--- config.mk ---
export PLATFORM = sky130hd
export DESIGN_NAME = fetchSequencer
export DESIGN_NICKNAME = d
export VERILOG_FILES = /design/src/design/fetchPkg.sv /design/src/design/fetchSequencer.sv
export SDC_FILE = /design/constraint.sdc
export NUM_CORES = 1
export LEC_CHECK = 0
export BUFFER_PORTS_ARGS = -buffer_cell sky130_fd_sc_hd__buf_4
export CAP_MARGIN = 20
export CORE_AREA = 4 4 140 142
export DETAILED_ROUTE_END_ITERATION = 8
export DIE_AREA = 0 0 144 146
export HOLD_SLACK_MARGIN = 0.03
export SLEW_MARGIN = 20
export SYNTH_ARGS = -nofsm -noshare
export SYNTH_HDL_FRONTEND = slang
export SYNTH_SLANG_ARGS = --single-unit
--- constraint.sdc ---
create_clock -name clk -period 3.6 [get_ports clk]
set_input_delay 0.18 -clock clk [delete_from_list [all_inputs] [get_ports clk]]
set_output_delay 0.18 -clock clk [all_outputs]
set_load 0.02 [all_outputs]
--- src/design/fetchPkg.sv ---
`default_nettype none

package fetchPkg;

    // Program counter counts 16-bit parcels
    localparam int PC_W = 16;

    // Slot index inside a fetch block
    localparam int SLOT_W = 3;
    localparam int BLOCK_SLOTS = 8;

    localparam int PARCEL_W = 16;
    localparam int BLOCK_W = BLOCK_SLOTS * PARCEL_W;

    // Block address is the PC without the slot bits
    localparam int BADDR_W = PC_W - SLOT_W;

    localparam logic [PC_W-1:0] ENTRY_PC = '0;

    localparam int FID_W = 6;

    // Last slot of a block, used when no taken branch ends the packet early
    localparam logic [SLOT_W-1:0] LAST_SLOT = SLOT_W'(BLOCK_SLOTS - 1);

    typedef enum logic [1:0] {
        FAULT_NONE   = 2'd0,
        FAULT_ACCESS = 2'd1
    } fetchFaultT;

    // Sequencer stops issuing after an access fault
    typedef enum logic {
        SEQ_FETCH   = 1'b0,
        SEQ_FAULTED = 1'b1
    } seqStateT;

endpackage

`default_nettype wire
--- src/design/fetchSequencer.sv ---
`timescale 1ns/1ps
`default_nettype none

module fetchSequencer import fetchPkg::*; #(
    parameter int MEM_BLOCKS = 64
) (
    input  wire                clk,
    input  wire                rst,
    input  wire                fetchEn,
    input  wire                redirectValid,
    input  wire [PC_W-1:0]     redirectPc,
    input  wire [FID_W-1:0]    redirectFid,
    input  wire [BLOCK_W-1:0]  blockData,
    input  wire                predHit,
    input  wire [SLOT_W-1:0]   predSlot,
    input  wire                predTaken,
    input  wire [PC_W-1:0]     predTarget,
    output logic [PC_W-1:0]    fetchPc,
    output logic               outValid,
    output logic [PC_W-1:0]    outPc,
    output logic [FID_W-1:0]   outFid,
    output logic [BLOCK_W-1:0] outInstrs,
    output logic [SLOT_W-1:0]  outFirstSlot,
    output logic [SLOT_W-1:0]  outLastSlot,
    output logic               outPredTaken,
    output logic [PC_W-1:0]    outPredTarget,
    output fetchFaultT         outFault
);

    seqStateT state;

    logic [PC_W-1:0]  pc;
    logic [FID_W-1:0] fid;

    logic [BADDR_W-1:0] blockIdx;
    logic               outOfRange;
    logic               takenHit;
    logic               fetchActive;
    logic [PC_W-1:0]    nextPc;

    // One-stage register holding the fetch whose block arrives next cycle
    logic               pendValid;
    logic [PC_W-1:0]    pendPc;
    logic [FID_W-1:0]   pendFid;
    logic [SLOT_W-1:0]  pendLastSlot;
    logic               pendPredTaken;
    logic [PC_W-1:0]    pendPredTarget;
    fetchFaultT         pendFault;

    assign fetchPc = pc;

    assign blockIdx   = pc[PC_W-1:SLOT_W];
    assign outOfRange = (32'(blockIdx) >= MEM_BLOCKS);
    assign takenHit   = predHit && predTaken;

    // A redirect cancels whatever fetch would start this cycle
    assign fetchActive = fetchEn && (state == SEQ_FETCH) && !redirectValid;

    always_comb begin
        if (takenHit) begin
            nextPc = predTarget;
        end else begin
            nextPc = {blockIdx + BADDR_W'(1), SLOT_W'(0)};
        end
    end

    always_ff @(posedge clk) begin
        if (rst) begin
            state     <= SEQ_FETCH;
            pc        <= ENTRY_PC;
            fid       <= '0;
            pendValid <= 1'b0;
        end else if (redirectValid) begin
            state     <= SEQ_FETCH;
            pc        <= redirectPc;
            fid       <= redirectFid;
            pendValid <= 1'b0;
        end else if (fetchActive) begin
            fid       <= fid + FID_W'(1);
            pendValid <= 1'b1;
            if (outOfRange) begin
                state <= SEQ_FAULTED;
            end else begin
                pc <= nextPc;
            end
        end else begin
            pendValid <= 1'b0;
        end
    end

    always_ff @(posedge clk) begin
        if (fetchActive) begin
            pendPc  <= pc;
            pendFid <= fid;
            if (outOfRange) begin
                pendFault      <= FAULT_ACCESS;
                pendLastSlot   <= LAST_SLOT;
                pendPredTaken  <= 1'b0;
                pendPredTarget <= '0;
            end else begin
                pendFault      <= FAULT_NONE;
                pendLastSlot   <= takenHit ? predSlot : LAST_SLOT;
                pendPredTaken  <= takenHit;
                pendPredTarget <= takenHit ? predTarget : '0;
            end
        end
    end

    // Packet merges the latched fetch with the block read out this cycle
    assign outValid      = pendValid;
    assign outPc         = pendPc;
    assign outFid        = pendFid;
    assign outFirstSlot  = pendPc[SLOT_W-1:0];
    assign outLastSlot   = pendLastSlot;
    assign outPredTaken  = pendPredTaken;
    assign outPredTarget = pendPredTarget;
    assign outFault      = pendFault;
    assign outInstrs     = (pendFault != FAULT_NONE) ? '0 : blockData;

endmodule

`default_nettype wire

==> results.md <==
* Largest delay share family, worst path: compound AO/OA/AOI/OAI gates
* Synth top area cells: edfxtp_1, nor2b_1, dfxtp_1
* Register bit total from synthesis at 67
* Routed wire length at approximately 17000 um
* Total GRT Usage at roughly 15%
* Clock Path Buffers at 2
* Power per cell area at 367 mW/mm2
* Total Die Area at 0.0210 mm2
* Drt via density at 4.18
* Nets at between 900 and 1k
* Clock slew at reported path FFs at 0.06 ns
* Area Growth Syn to Fin at 88.2%
* CP Data Arrival Time at 2.28 ns
* Post-route ant nets at 0
* Endpoints failing hold at 0
* TritonRoute pass-1 iters at 4
* Slowest CP cell: or4_4
* Routability Congestion at 0.861
* Yosys top cell area share at 34.8%
* Routed wire length per instance at ~18 um
* Fillers at 1889
* IO Port Bufs at ~370
* Residual DRC at 0
* Syn Area/Cell at about 9.6 um2
* Cts bufs inserted at 9
* Leak at approximately 3.2 nW
* Vias at ~4.1k
* H-Tree Depth at 3
* DRT iter0 DRCs at 184
* Worst-path cell chain: or4_4 > o31ai_4 > o21ai_0 > o32ai_1
* Clock Sink Count at 67
* Chip width at 144 um
* Sum Neg Setup Slack at 0 ns
* Register area at between 0.0015 and 0.002 mm2
* Vias in the first global route at 3815
* Diodes inserted at 0
* Final core area utilization at 37.8%
* Multi-input logic area at 0.00178 mm2
* Syn. warnings at 0
* Asr flop ratio synth at 0%
* Total core area at roughly 0.018 mm2
* # hold bufs at CTS at 0
* Startpoint class of the critical path: register
* Largest net degree at the start of global routing at 130
* Clk Latency, worst-skew pair at 0.33 ns
* Worst Setup End Kind: register
* CP Max Fanout at 12
* Main synth FF type: edfxtp_1
* Commonest non-fill, non-tap cell in the layout: buf_4
* Placed inst area at roughly 0.0067 mm2
* Netlist Area Pre-Place at 0.00371 mm2
* Yosys cell types at 46
* Syn nets at 564
* Post-synth EDFFs at 43
* Global route overflow at 0
* Post-synthesis cell count at 386
* Most frequent cells in the layout: buf_4, nor2b_1, edfxtp_1, nand2_1, dfxtp_1
* Row count at 50
* Worst min path class: in2reg
* Sequential area share after synthesis at 47.8%
* Num ports at 367
* Skew final at between 0.006 and 0.007 ns
* Buf+Inv Stages, Crit Path at 0
* Unrepaired setup endpoints after global routing: false
* # Post-CTS Setup Buffers at 0
* Crit path kind: reg2reg
* Design area at 0.00698 mm2
* Fraction of layout cells with a size suffix above 1 at between 50% and 60%
* Cell taking the most area after synthesis: edfxtp_1
* Post-layout min period at 2.05 ns
* Peak VDD IR at 0.219 mV
* Die Y at 146 um
* Status: completed
* Placed wire-length estimate at 14300 um
* Period utilization at 56.8%
* Post-cts sizing count at 0
* Crit path required time at 3.83 ns
* Crit-path max cell delay at 0.60 ns
* Slew @ Worst Pin at 0.770 ns
* F_max at 489 MHz
* Max Slew Vio Count at 0
* CTS tree: yes
* Antenna violations before repair at 2
* Max-slew headroom at 48.4%
* CTS root buf: clkbuf_16
* First-pass GRT wire length at ~24000 um
* Final setup viols at 0
* MaxCap Viol Count at 0
* Tot Pwr at 2.56 mW
* Starting density of the core at 20.1%
[metrics by stage]
step / hold slack [ns] / instances / setup WS, ns
finish: 0.109 / 974 / 1.55
global route: 0.118 / 974 / 1.38
CTS: 0.105 / 974 / 1.54
detailed placement: 0.445 / 958 / 1.51
global placement: 0.437 / 958 / 1.51
floorplan: 0.264 / 386 / 1.53
[logic make-up (layout without fill, tap and decap cells)]
kind of cell | after synthesis | after routing | synth area share (%)
simple gates | 220 | 220 | 34.4
mux | 2 | 2 | 0.540
buf+inv | 37 | 391 | 4.42
flops | 67 | 67 | 47.8
compound gates | 48 | 48 | 9.85
fa+ha+maj | 3 | 3 | 1.01
other cells | 1 | 1 | 0.101
xor+xnor | 8 | 8 | 1.89
[cells in the mapped netlist (3+ instances only)]
| cell type | count |
|---|---|
| a21oi_1 | 12 |
| a22oi_1 | 4 |
| edfxtp_1 | 43 |
| nand3_1 | 8 |
| o21ai_0 | 4 |
| a211o_1 | 3 |
| nand4_1 | 3 |
| nand2_1 | 24 |
| nor3_1 | 8 |
| clkbuf_1 | 23 |
| xor2_1 | 5 |
| buf_4 | 4 |
| and2_1 | 17 |
| nor2_1 | 15 |
| ha_1 | 3 |
| o32ai_1 | 4 |
| nor2b_1 | 129 |
| inv_1 | 7 |
| dfxtp_1 | 24 |
| a211oi_1 | 3 |
| nand2b_1 | 5 |
| o211ai_1 | 4 |
| xnor2_1 | 3 |
[cell type report]
class | instances | area share [%]
sequential | 67 | 25.4
multi-input combinational | 282 | 25.5
clock buffer | 9 | 3.23
tap | 234 | 4.19
clock inverter | 7 | 1.42
timing repair buffer | 368 | 39.9
inverter | 7 | 0.376
[metal layers]
metal / wire length, um / track usage [%] / up-vias
li1: - / - / 2006
met1: 6970 / 19.1 / 1858
met2: 8590 / 25.6 / 188
met3: 1680 / 4.77 / 15
met4: 182 / 3.30 / 4
met5: 21 / 0 / -
[sequential cells by signal, summed over array words and instances, names as in the netlist]
signal / count
fetchPc: 16
outPc: 16
outPredTarget: 16
fid: 6
outFid: 6
outLastSlot: 3
outFault: 1
outPredTaken: 1
outValid: 1
state: 1
[where the power goes]
group / switching (mW) / total (mW) / internal [mW] / leakage [nW]
clock network: 0.340 / 0.950 / 0.611 / 0.156
registers: 0.0410 / 0.910 / 0.869 / 0.598
logic: 0.358 / 0.698 / 0.341 / 2.44
[worst register-to-register path, cell delays in order, from the launching register on]
cell	delay (ns)
dfxtp_1	0.37
or4_4	0.60
o31ai_4	0.54
o21ai_0	0.18
o32ai_1	0.27
[worst paths after layout]
| check | start | to | slack (ns) | cells after the start |
|---|---|---|---|---|
| min reg2reg | fid[5] | outFid[5] | 0.46 | 0 |
| max | fetchPc[12] | fetchPc[10] | 1.55 | 4 |
| max reg2reg | fetchPc[12] | fetchPc[10] | 1.55 | 4 |
| min | redirectPc[1] | fetchPc[1] | 0.11 | 3 |
(Power assumes the default switching activity.)
