==> config.mk <==
export PLATFORM = sky130hd
export DESIGN_NAME = branchTargetBuffer
export DESIGN_NICKNAME = d
export VERILOG_FILES = /design/src/design/fetchPkg.sv /design/src/design/branchTargetBuffer.sv
export SDC_FILE = /design/constraint.sdc
export NUM_CORES = 1
export LEC_CHECK = 0
export BUFFER_PORTS_ARGS = -buffer_cell sky130_fd_sc_hd__buf_4
export CAP_MARGIN = 20
export CORE_ASPECT_RATIO = 1.25
export CORE_MARGIN = 1.5
export CORE_UTILIZATION = 55
export DETAILED_ROUTE_END_ITERATION = 7
export PLACE_DENSITY = 0.72
export SYNTH_ARGS = -nofsm -noshare
export SYNTH_HDL_FRONTEND = slang
export SYNTH_SLANG_ARGS = --single-unit
==> constraint.sdc <==
create_clock -name clk -period 5.5 [get_ports clk]
set_input_delay 0.275 -clock clk [delete_from_list [all_inputs] [get_ports clk]]
set_output_delay 0.275 -clock clk [all_outputs]
set_load 0.03 [all_outputs]
==> src/design/fetchPkg.sv <==
`default_nettype none

package fetchPkg;

    // Program counter counts 16-bit parcels
    localparam int PC_W = 16;

    // Slot index inside a fetch block
    localparam int SLOT_W = 3;
    localparam int BLOCK_SLOTS = 8;

    localparam int PARCEL_W = 16;
    localparam int BLOCK_W = BLOCK_SLOTS * PARCEL_W;

    // Block address is the PC without the slot bits
    localparam int BADDR_W = PC_W - SLOT_W;

    localparam logic [PC_W-1:0] ENTRY_PC = '0;

    localparam int FID_W = 6;

    // Last slot of a block, used when no taken branch ends the packet early
    localparam logic [SLOT_W-1:0] LAST_SLOT = SLOT_W'(BLOCK_SLOTS - 1);

    typedef enum logic [1:0] {
        FAULT_NONE   = 2'd0,
        FAULT_ACCESS = 2'd1
    } fetchFaultT;

    // Sequencer stops issuing after an access fault
    typedef enum logic {
        SEQ_FETCH   = 1'b0,
        SEQ_FAULTED = 1'b1
    } seqStateT;

endpackage

`default_nettype wire
==> src/design/branchTargetBuffer.sv <==
`timescale 1ns/1ps
`default_nettype none

module branchTargetBuffer import fetchPkg::*; #(
    parameter int BTB_ENTRIES = 16
) (
    input  wire               clk,
    input  wire               rst,
    input  wire [PC_W-1:0]    fetchPc,
    input  wire               updValid,
    input  wire [PC_W-1:0]    updPc,
    input  wire [PC_W-1:0]    updTarget,
    input  wire               updTaken,
    input  wire               updIsJump,
    output logic              predHit,
    output logic [SLOT_W-1:0] predSlot,
    output logic              predTaken,
    output logic [PC_W-1:0]   predTarget
);

    localparam int IDX_W = (BTB_ENTRIES > 1) ? $clog2(BTB_ENTRIES) : 1;
    localparam int TAG_W = BADDR_W - IDX_W;

    logic [BTB_ENTRIES-1:0] entryValid;
    logic [TAG_W-1:0]       entryTag    [BTB_ENTRIES];
    logic [SLOT_W-1:0]      entrySlot   [BTB_ENTRIES];
    logic [PC_W-1:0]        entryTarget [BTB_ENTRIES];
    logic                   entryJump   [BTB_ENTRIES];
    logic [1:0]             entryCtr    [BTB_ENTRIES];

    logic [BADDR_W-1:0] lookBlock;
    logic [IDX_W-1:0]   lookIdx;
    logic [TAG_W-1:0]   lookTag;
    logic [SLOT_W-1:0]  lookSlot;

    logic [BADDR_W-1:0] updBlock;
    logic [IDX_W-1:0]   updIdx;
    logic [TAG_W-1:0]   updTag;
    logic               updHit;

    // Lookup side
    assign lookBlock = fetchPc[PC_W-1:SLOT_W];
    assign lookIdx   = lookBlock[IDX_W-1:0];
    assign lookTag   = lookBlock[BADDR_W-1:IDX_W];
    assign lookSlot  = fetchPc[SLOT_W-1:0];

    // A branch before the fetch slot is already behind us
    assign predHit    = entryValid[lookIdx] && (entryTag[lookIdx] == lookTag) &&
                        (entrySlot[lookIdx] >= lookSlot);
    assign predSlot   = entrySlot[lookIdx];
    assign predTaken  = entryJump[lookIdx] || entryCtr[lookIdx][1];
    assign predTarget = entryTarget[lookIdx];

    // Training side
    assign updBlock = updPc[PC_W-1:SLOT_W];
    assign updIdx   = updBlock[IDX_W-1:0];
    assign updTag   = updBlock[BADDR_W-1:IDX_W];
    assign updHit   = entryValid[updIdx] && (entryTag[updIdx] == updTag);

    always_ff @(posedge clk) begin
        if (rst) begin
            entryValid <= '0;
        end else if (updValid && !updHit && updTaken) begin
            entryValid[updIdx] <= 1'b1;
        end
    end

    always_ff @(posedge clk) begin
        if (updValid) begin
            if (updHit) begin
                entryTarget[updIdx] <= updTarget;
                entryJump[updIdx]   <= updIsJump;
                // Saturating 2-bit counter
                if (updTaken && entryCtr[updIdx] != 2'd3) begin
                    entryCtr[updIdx] <= entryCtr[updIdx] + 2'd1;
                end else if (!updTaken && entryCtr[updIdx] != 2'd0) begin
                    entryCtr[updIdx] <= entryCtr[updIdx] - 2'd1;
                end
            end else if (updTaken) begin
                entryTag[updIdx]    <= updTag;
                entrySlot[updIdx]   <= updPc[SLOT_W-1:0];
                entryTarget[updIdx] <= updTarget;
                entryJump[updIdx]   <= updIsJump;
                entryCtr[updIdx]    <= 2'd2;
            end
        end
    end

endmodule

`default_nettype wire

==> results.yml <==
layout:
  area_growth_pct: 13.5
  finalNetCount: 1219
  num_antenna_cells: 0
  n_fill_cell: 2645
  area.sequential_mm2: 0.0152
  postLayoutCoreUtil: 0.631
  drive_above_1_share: 0.316
  design_area_mm2: 0.0246
  final-instance-count-excl-fill: 1699
  multi_input_comb_area_mm2: 0.00618
critical_path:
  crit_arrival_ns: 4.26
  worstSetupEndpointType: "flip-flop"
  path_delay_family: "compound AO/OA/AOI/OAI gates"
  critical_path.startpoint_type: "input pin"
  worstPathMaxFanout: 38
  timing.critical_path.cells: "buf_4 -> buf_4 -> mux2i_1 -> a22o_1 -> a221oi_1 -> xor2_1 -> nor4_4 -> o2111ai_4 -> o211ai_2 -> nor2b_1"
  cp_slowest_stage_delay_ns: 0.77
  cp_slowest_cell: "sky130_fd_sc_hd__nor2b_1"
  critPathMostFrequentCell: "sky130_fd_sc_hd__buf_4"
  worst-setup-path-type: "in2reg"
  worst_ep_required_time_ns: 5.75
  cp_num_buf_inv: 2
logic_synthesis:
  ys_seq_elements: 512
  synthDominantAreaCellType: "sky130_fd_sc_hd__edfxtp_1"
  synth.yosys.seq_area_share: 0.703
  yosys-top-cells-count: "sky130_fd_sc_hd__edfxtp_1 (496), sky130_fd_sc_hd__mux4_2 (168), sky130_fd_sc_hd__mux2i_1 (58), sky130_fd_sc_hd__clkbuf_1 (31), sky130_fd_sc_hd__nor2_1 (25)"
  yosys.area.top_type_share: 0.688
  async_flop_share: 0
  mappedNetlistNets: 1109
  yosys.cell_types.count: 51
  post_synth_instance_area_mm2: 0.0216
  avgSynthCellArea_um2: 20.6
  synth-edff-count: 496
  synth.most_common_cell: "sky130_fd_sc_hd__edfxtp_1"
  ys_dominant_reg_cell: "sky130_fd_sc_hd__edfxtp_1"
  yosys-top-cells-area: "sky130_fd_sc_hd__edfxtp_1 (69%), sky130_fd_sc_hd__mux4_2 (17%), sky130_fd_sc_hd__mux2i_1 (2.7%), sky130_fd_sc_hd__dfxtp_1 (1.5%), sky130_fd_sc_hd__a22oi_1 (0.69%)"
  postSynthCellCount: 1053
  ys_warn_count: 0
pwr:
  leakage_nw: 7.87
  vdd.ir_drop.worst_v: 0.000280
  total_power_mw: 8.09
  pwr_density_cell_mw_per_mm2: 329
die:
  ioPinCount: 74
  initial_utilization: 0.556
  die_w_um: 180
  fp.dieArea_mm2: 0.0406
  rows: 81
  floorplan.core_area_mm2: 0.0389
  chipHeight_um: 225
drt:
  drc: 1
  dr.pass1.iters: 8
  avgRoutedWirePerCell_um: 28.2
  ant_nets: 0
  drt_iter0_drc: 1026
  post_drt_via_cell_ratio: 6.44
  wirelength_mm: 47.9
  vias: 10936
placed_design:
  placed_instances: 1596
  dp_slack_ns: 0.888
  portBuffers: 73
  placedInstanceArea_mm2: 0.0229
  dpl.hpwl_mm: 28.9
  place_congestion: 0.807
clock_tree:
  worstSkewPairLatency_ns: 0.58
  cts_buffers: 47
  clock_tree_from_tritoncts: "built"
  cts.clk_slew.worst_paths_ns: 0.06
  cts.root.buffer_cell: "sky130_fd_sc_hd__clkbuf_16"
  ctsLongestPathBuffers: 3
  cts.htree.levels: 2
  cts_resized: 0
  cts_sinks: 512
global_route:
  grt_max_degree: 87
  global_route.overflow_total: 0
  grt_pass1_vias: 11451
  grt_antenna_before_repair: 0
  grt_pass1_wl_mm: 72.5
  global_route.usage.total: 0.245
status:
  violated_checks: "DRC"
  status: "finished with violations"
hold_path:
  hp-class: "in2reg"
timing:
  layout_worst_path_cycle_share: 0.729
  setup_viol: 0
  fin_worst_skew_ns: 0.0200
  fin_setup_tns_ns: 0
  final_period_minus_worst_setup_slack_ns: 4.01
  pin_slew_with_the_least_headroom_to_its_limit_ns: 0.858
  grt_setup_unrepaired: "no"
  fin_worst_hold_slack_ns: 0.0200
  report.final.hold_viol_count: 0
  achievable-frequency_mhz: 249
  slew_headroom: 0.427
  setup_slack_ns: 1.49
  final_max_slew_viol_count: 0
job:
  cap_viol_max_count: 0
[cells by family (layout without fill, tap and decap cells)]
group                    after synthesis  count (layout)  synth area share
buffers and inverters                 75             223            0.0157
AND/OR/NAND/NOR                      139             139            0.0408
adder cells (fa/ha/maj)                3               3           0.00173
multiplexers                         226             226             0.202
AO/OA/AOI/OAI                         80              80            0.0299
XOR/XNOR                              18              18           0.00728
flip-flops                           512             512             0.703
[state kept, by name, indices dropped and copies added (netlist names)]
signal / cells
entryTarget: 256
entryTag: 144
entrySlot: 48
entryCtr: 32
entryJump: 16
entryValid: 16
[routing by layer]
layer	routed length (µm)	GRT usage	part of all wire
met5	0	0	0
met4	1500	0.0927	0.031
met3	2960	0.0424	0.062
met2	24800	0.418	0.52
met1	18600	0.318	0.39
[what timing repair did]
action	CTS	global route
setup buffers	0	0
hold buffers	16	0
hold endpoints to repair	229	0
[final timing paths]
check / from / to / slack [ns] / cells past startpoint
max reg2reg: entryTag[4][4] / entryCtr[5][0] / 1.64 / 8
max: updPc[3] / entryCtr[5][0] / 1.49 / 10
min reg2reg: entryValid[0] / entryValid[0] / 0.50 / 2
min: updTarget[12] / entryTarget[3][12] / 0.02 / 1
[where the power goes]
part	total (mW)	internal (mW)	switching (mW)
Clock	3.16	1.77	1.39
Sequential	4.34	4.33	0.0140
Combinational	0.583	0.253	0.331
[final cells by class]
class,instances,share of cell area
Multi-Input combinational cell,466,0.251
Clock inverter,26,0.0105
Clock buffer,61,0.0500
Sequential cell,512,0.620
Inverter,6,0.000917
Timing Repair Buffer,130,0.0421
Tap cell,498,0.0254
[cell usage in the layout, fill, tap and decap left out, types with 3 or more instances in the layout]
| cell | Yosys | layout |
|---|---|---|
| sky130_fd_sc_hd__edfxtp_1 | 496 | 496 |
| sky130_fd_sc_hd__mux4_2 | 168 | 168 |
| sky130_fd_sc_hd__buf_4 | 8 | 112 |
| sky130_fd_sc_hd__mux2i_1 | 58 | 58 |
| sky130_fd_sc_hd__clkbuf_16 | 0 | 47 |
| sky130_fd_sc_hd__nor2_1 | 25 | 25 |
| sky130_fd_sc_hd__nand2_1 | 23 | 23 |
| sky130_fd_sc_hd__a22oi_1 | 20 | 20 |
| sky130_fd_sc_hd__o31ai_1 | 17 | 17 |
| sky130_fd_sc_hd__nand2b_1 | 17 | 17 |
| sky130_fd_sc_hd__dfxtp_1 | 16 | 16 |
| sky130_fd_sc_hd__dlygate4sd3_1 | 0 | 16 |
| sky130_fd_sc_hd__nor3b_2 | 0 | 15 |
| sky130_fd_sc_hd__clkbuf_1 | 31 | 14 |
| sky130_fd_sc_hd__clkinv_1 | 0 | 12 |
| sky130_fd_sc_hd__xnor2_1 | 11 | 11 |
| sky130_fd_sc_hd__nor2b_1 | 10 | 10 |
| sky130_fd_sc_hd__nor4b_2 | 10 | 10 |
| sky130_fd_sc_hd__xor2_1 | 7 | 7 |
| sky130_fd_sc_hd__a22o_1 | 7 | 7 |
| sky130_fd_sc_hd__inv_1 | 6 | 6 |
| sky130_fd_sc_hd__and3_1 | 6 | 6 |
| sky130_fd_sc_hd__a21oi_1 | 6 | 6 |
| sky130_fd_sc_hd__nor4b_1 | 6 | 6 |
| sky130_fd_sc_hd__nand3_1 | 6 | 6 |
| sky130_fd_sc_hd__o311ai_0 | 6 | 6 |
| sky130_fd_sc_hd__a221oi_1 | 5 | 5 |
| sky130_fd_sc_hd__o21ai_0 | 5 | 5 |
| sky130_fd_sc_hd__clkinv_2 | 0 | 5 |
| sky130_fd_sc_hd__and2_1 | 4 | 4 |
| sky130_fd_sc_hd__bufinv_16 | 0 | 4 |
| sky130_fd_sc_hd__nor3_1 | 4 | 3 |
| sky130_fd_sc_hd__ha_1 | 3 | 3 |
(Power assumes the default switching activity.)
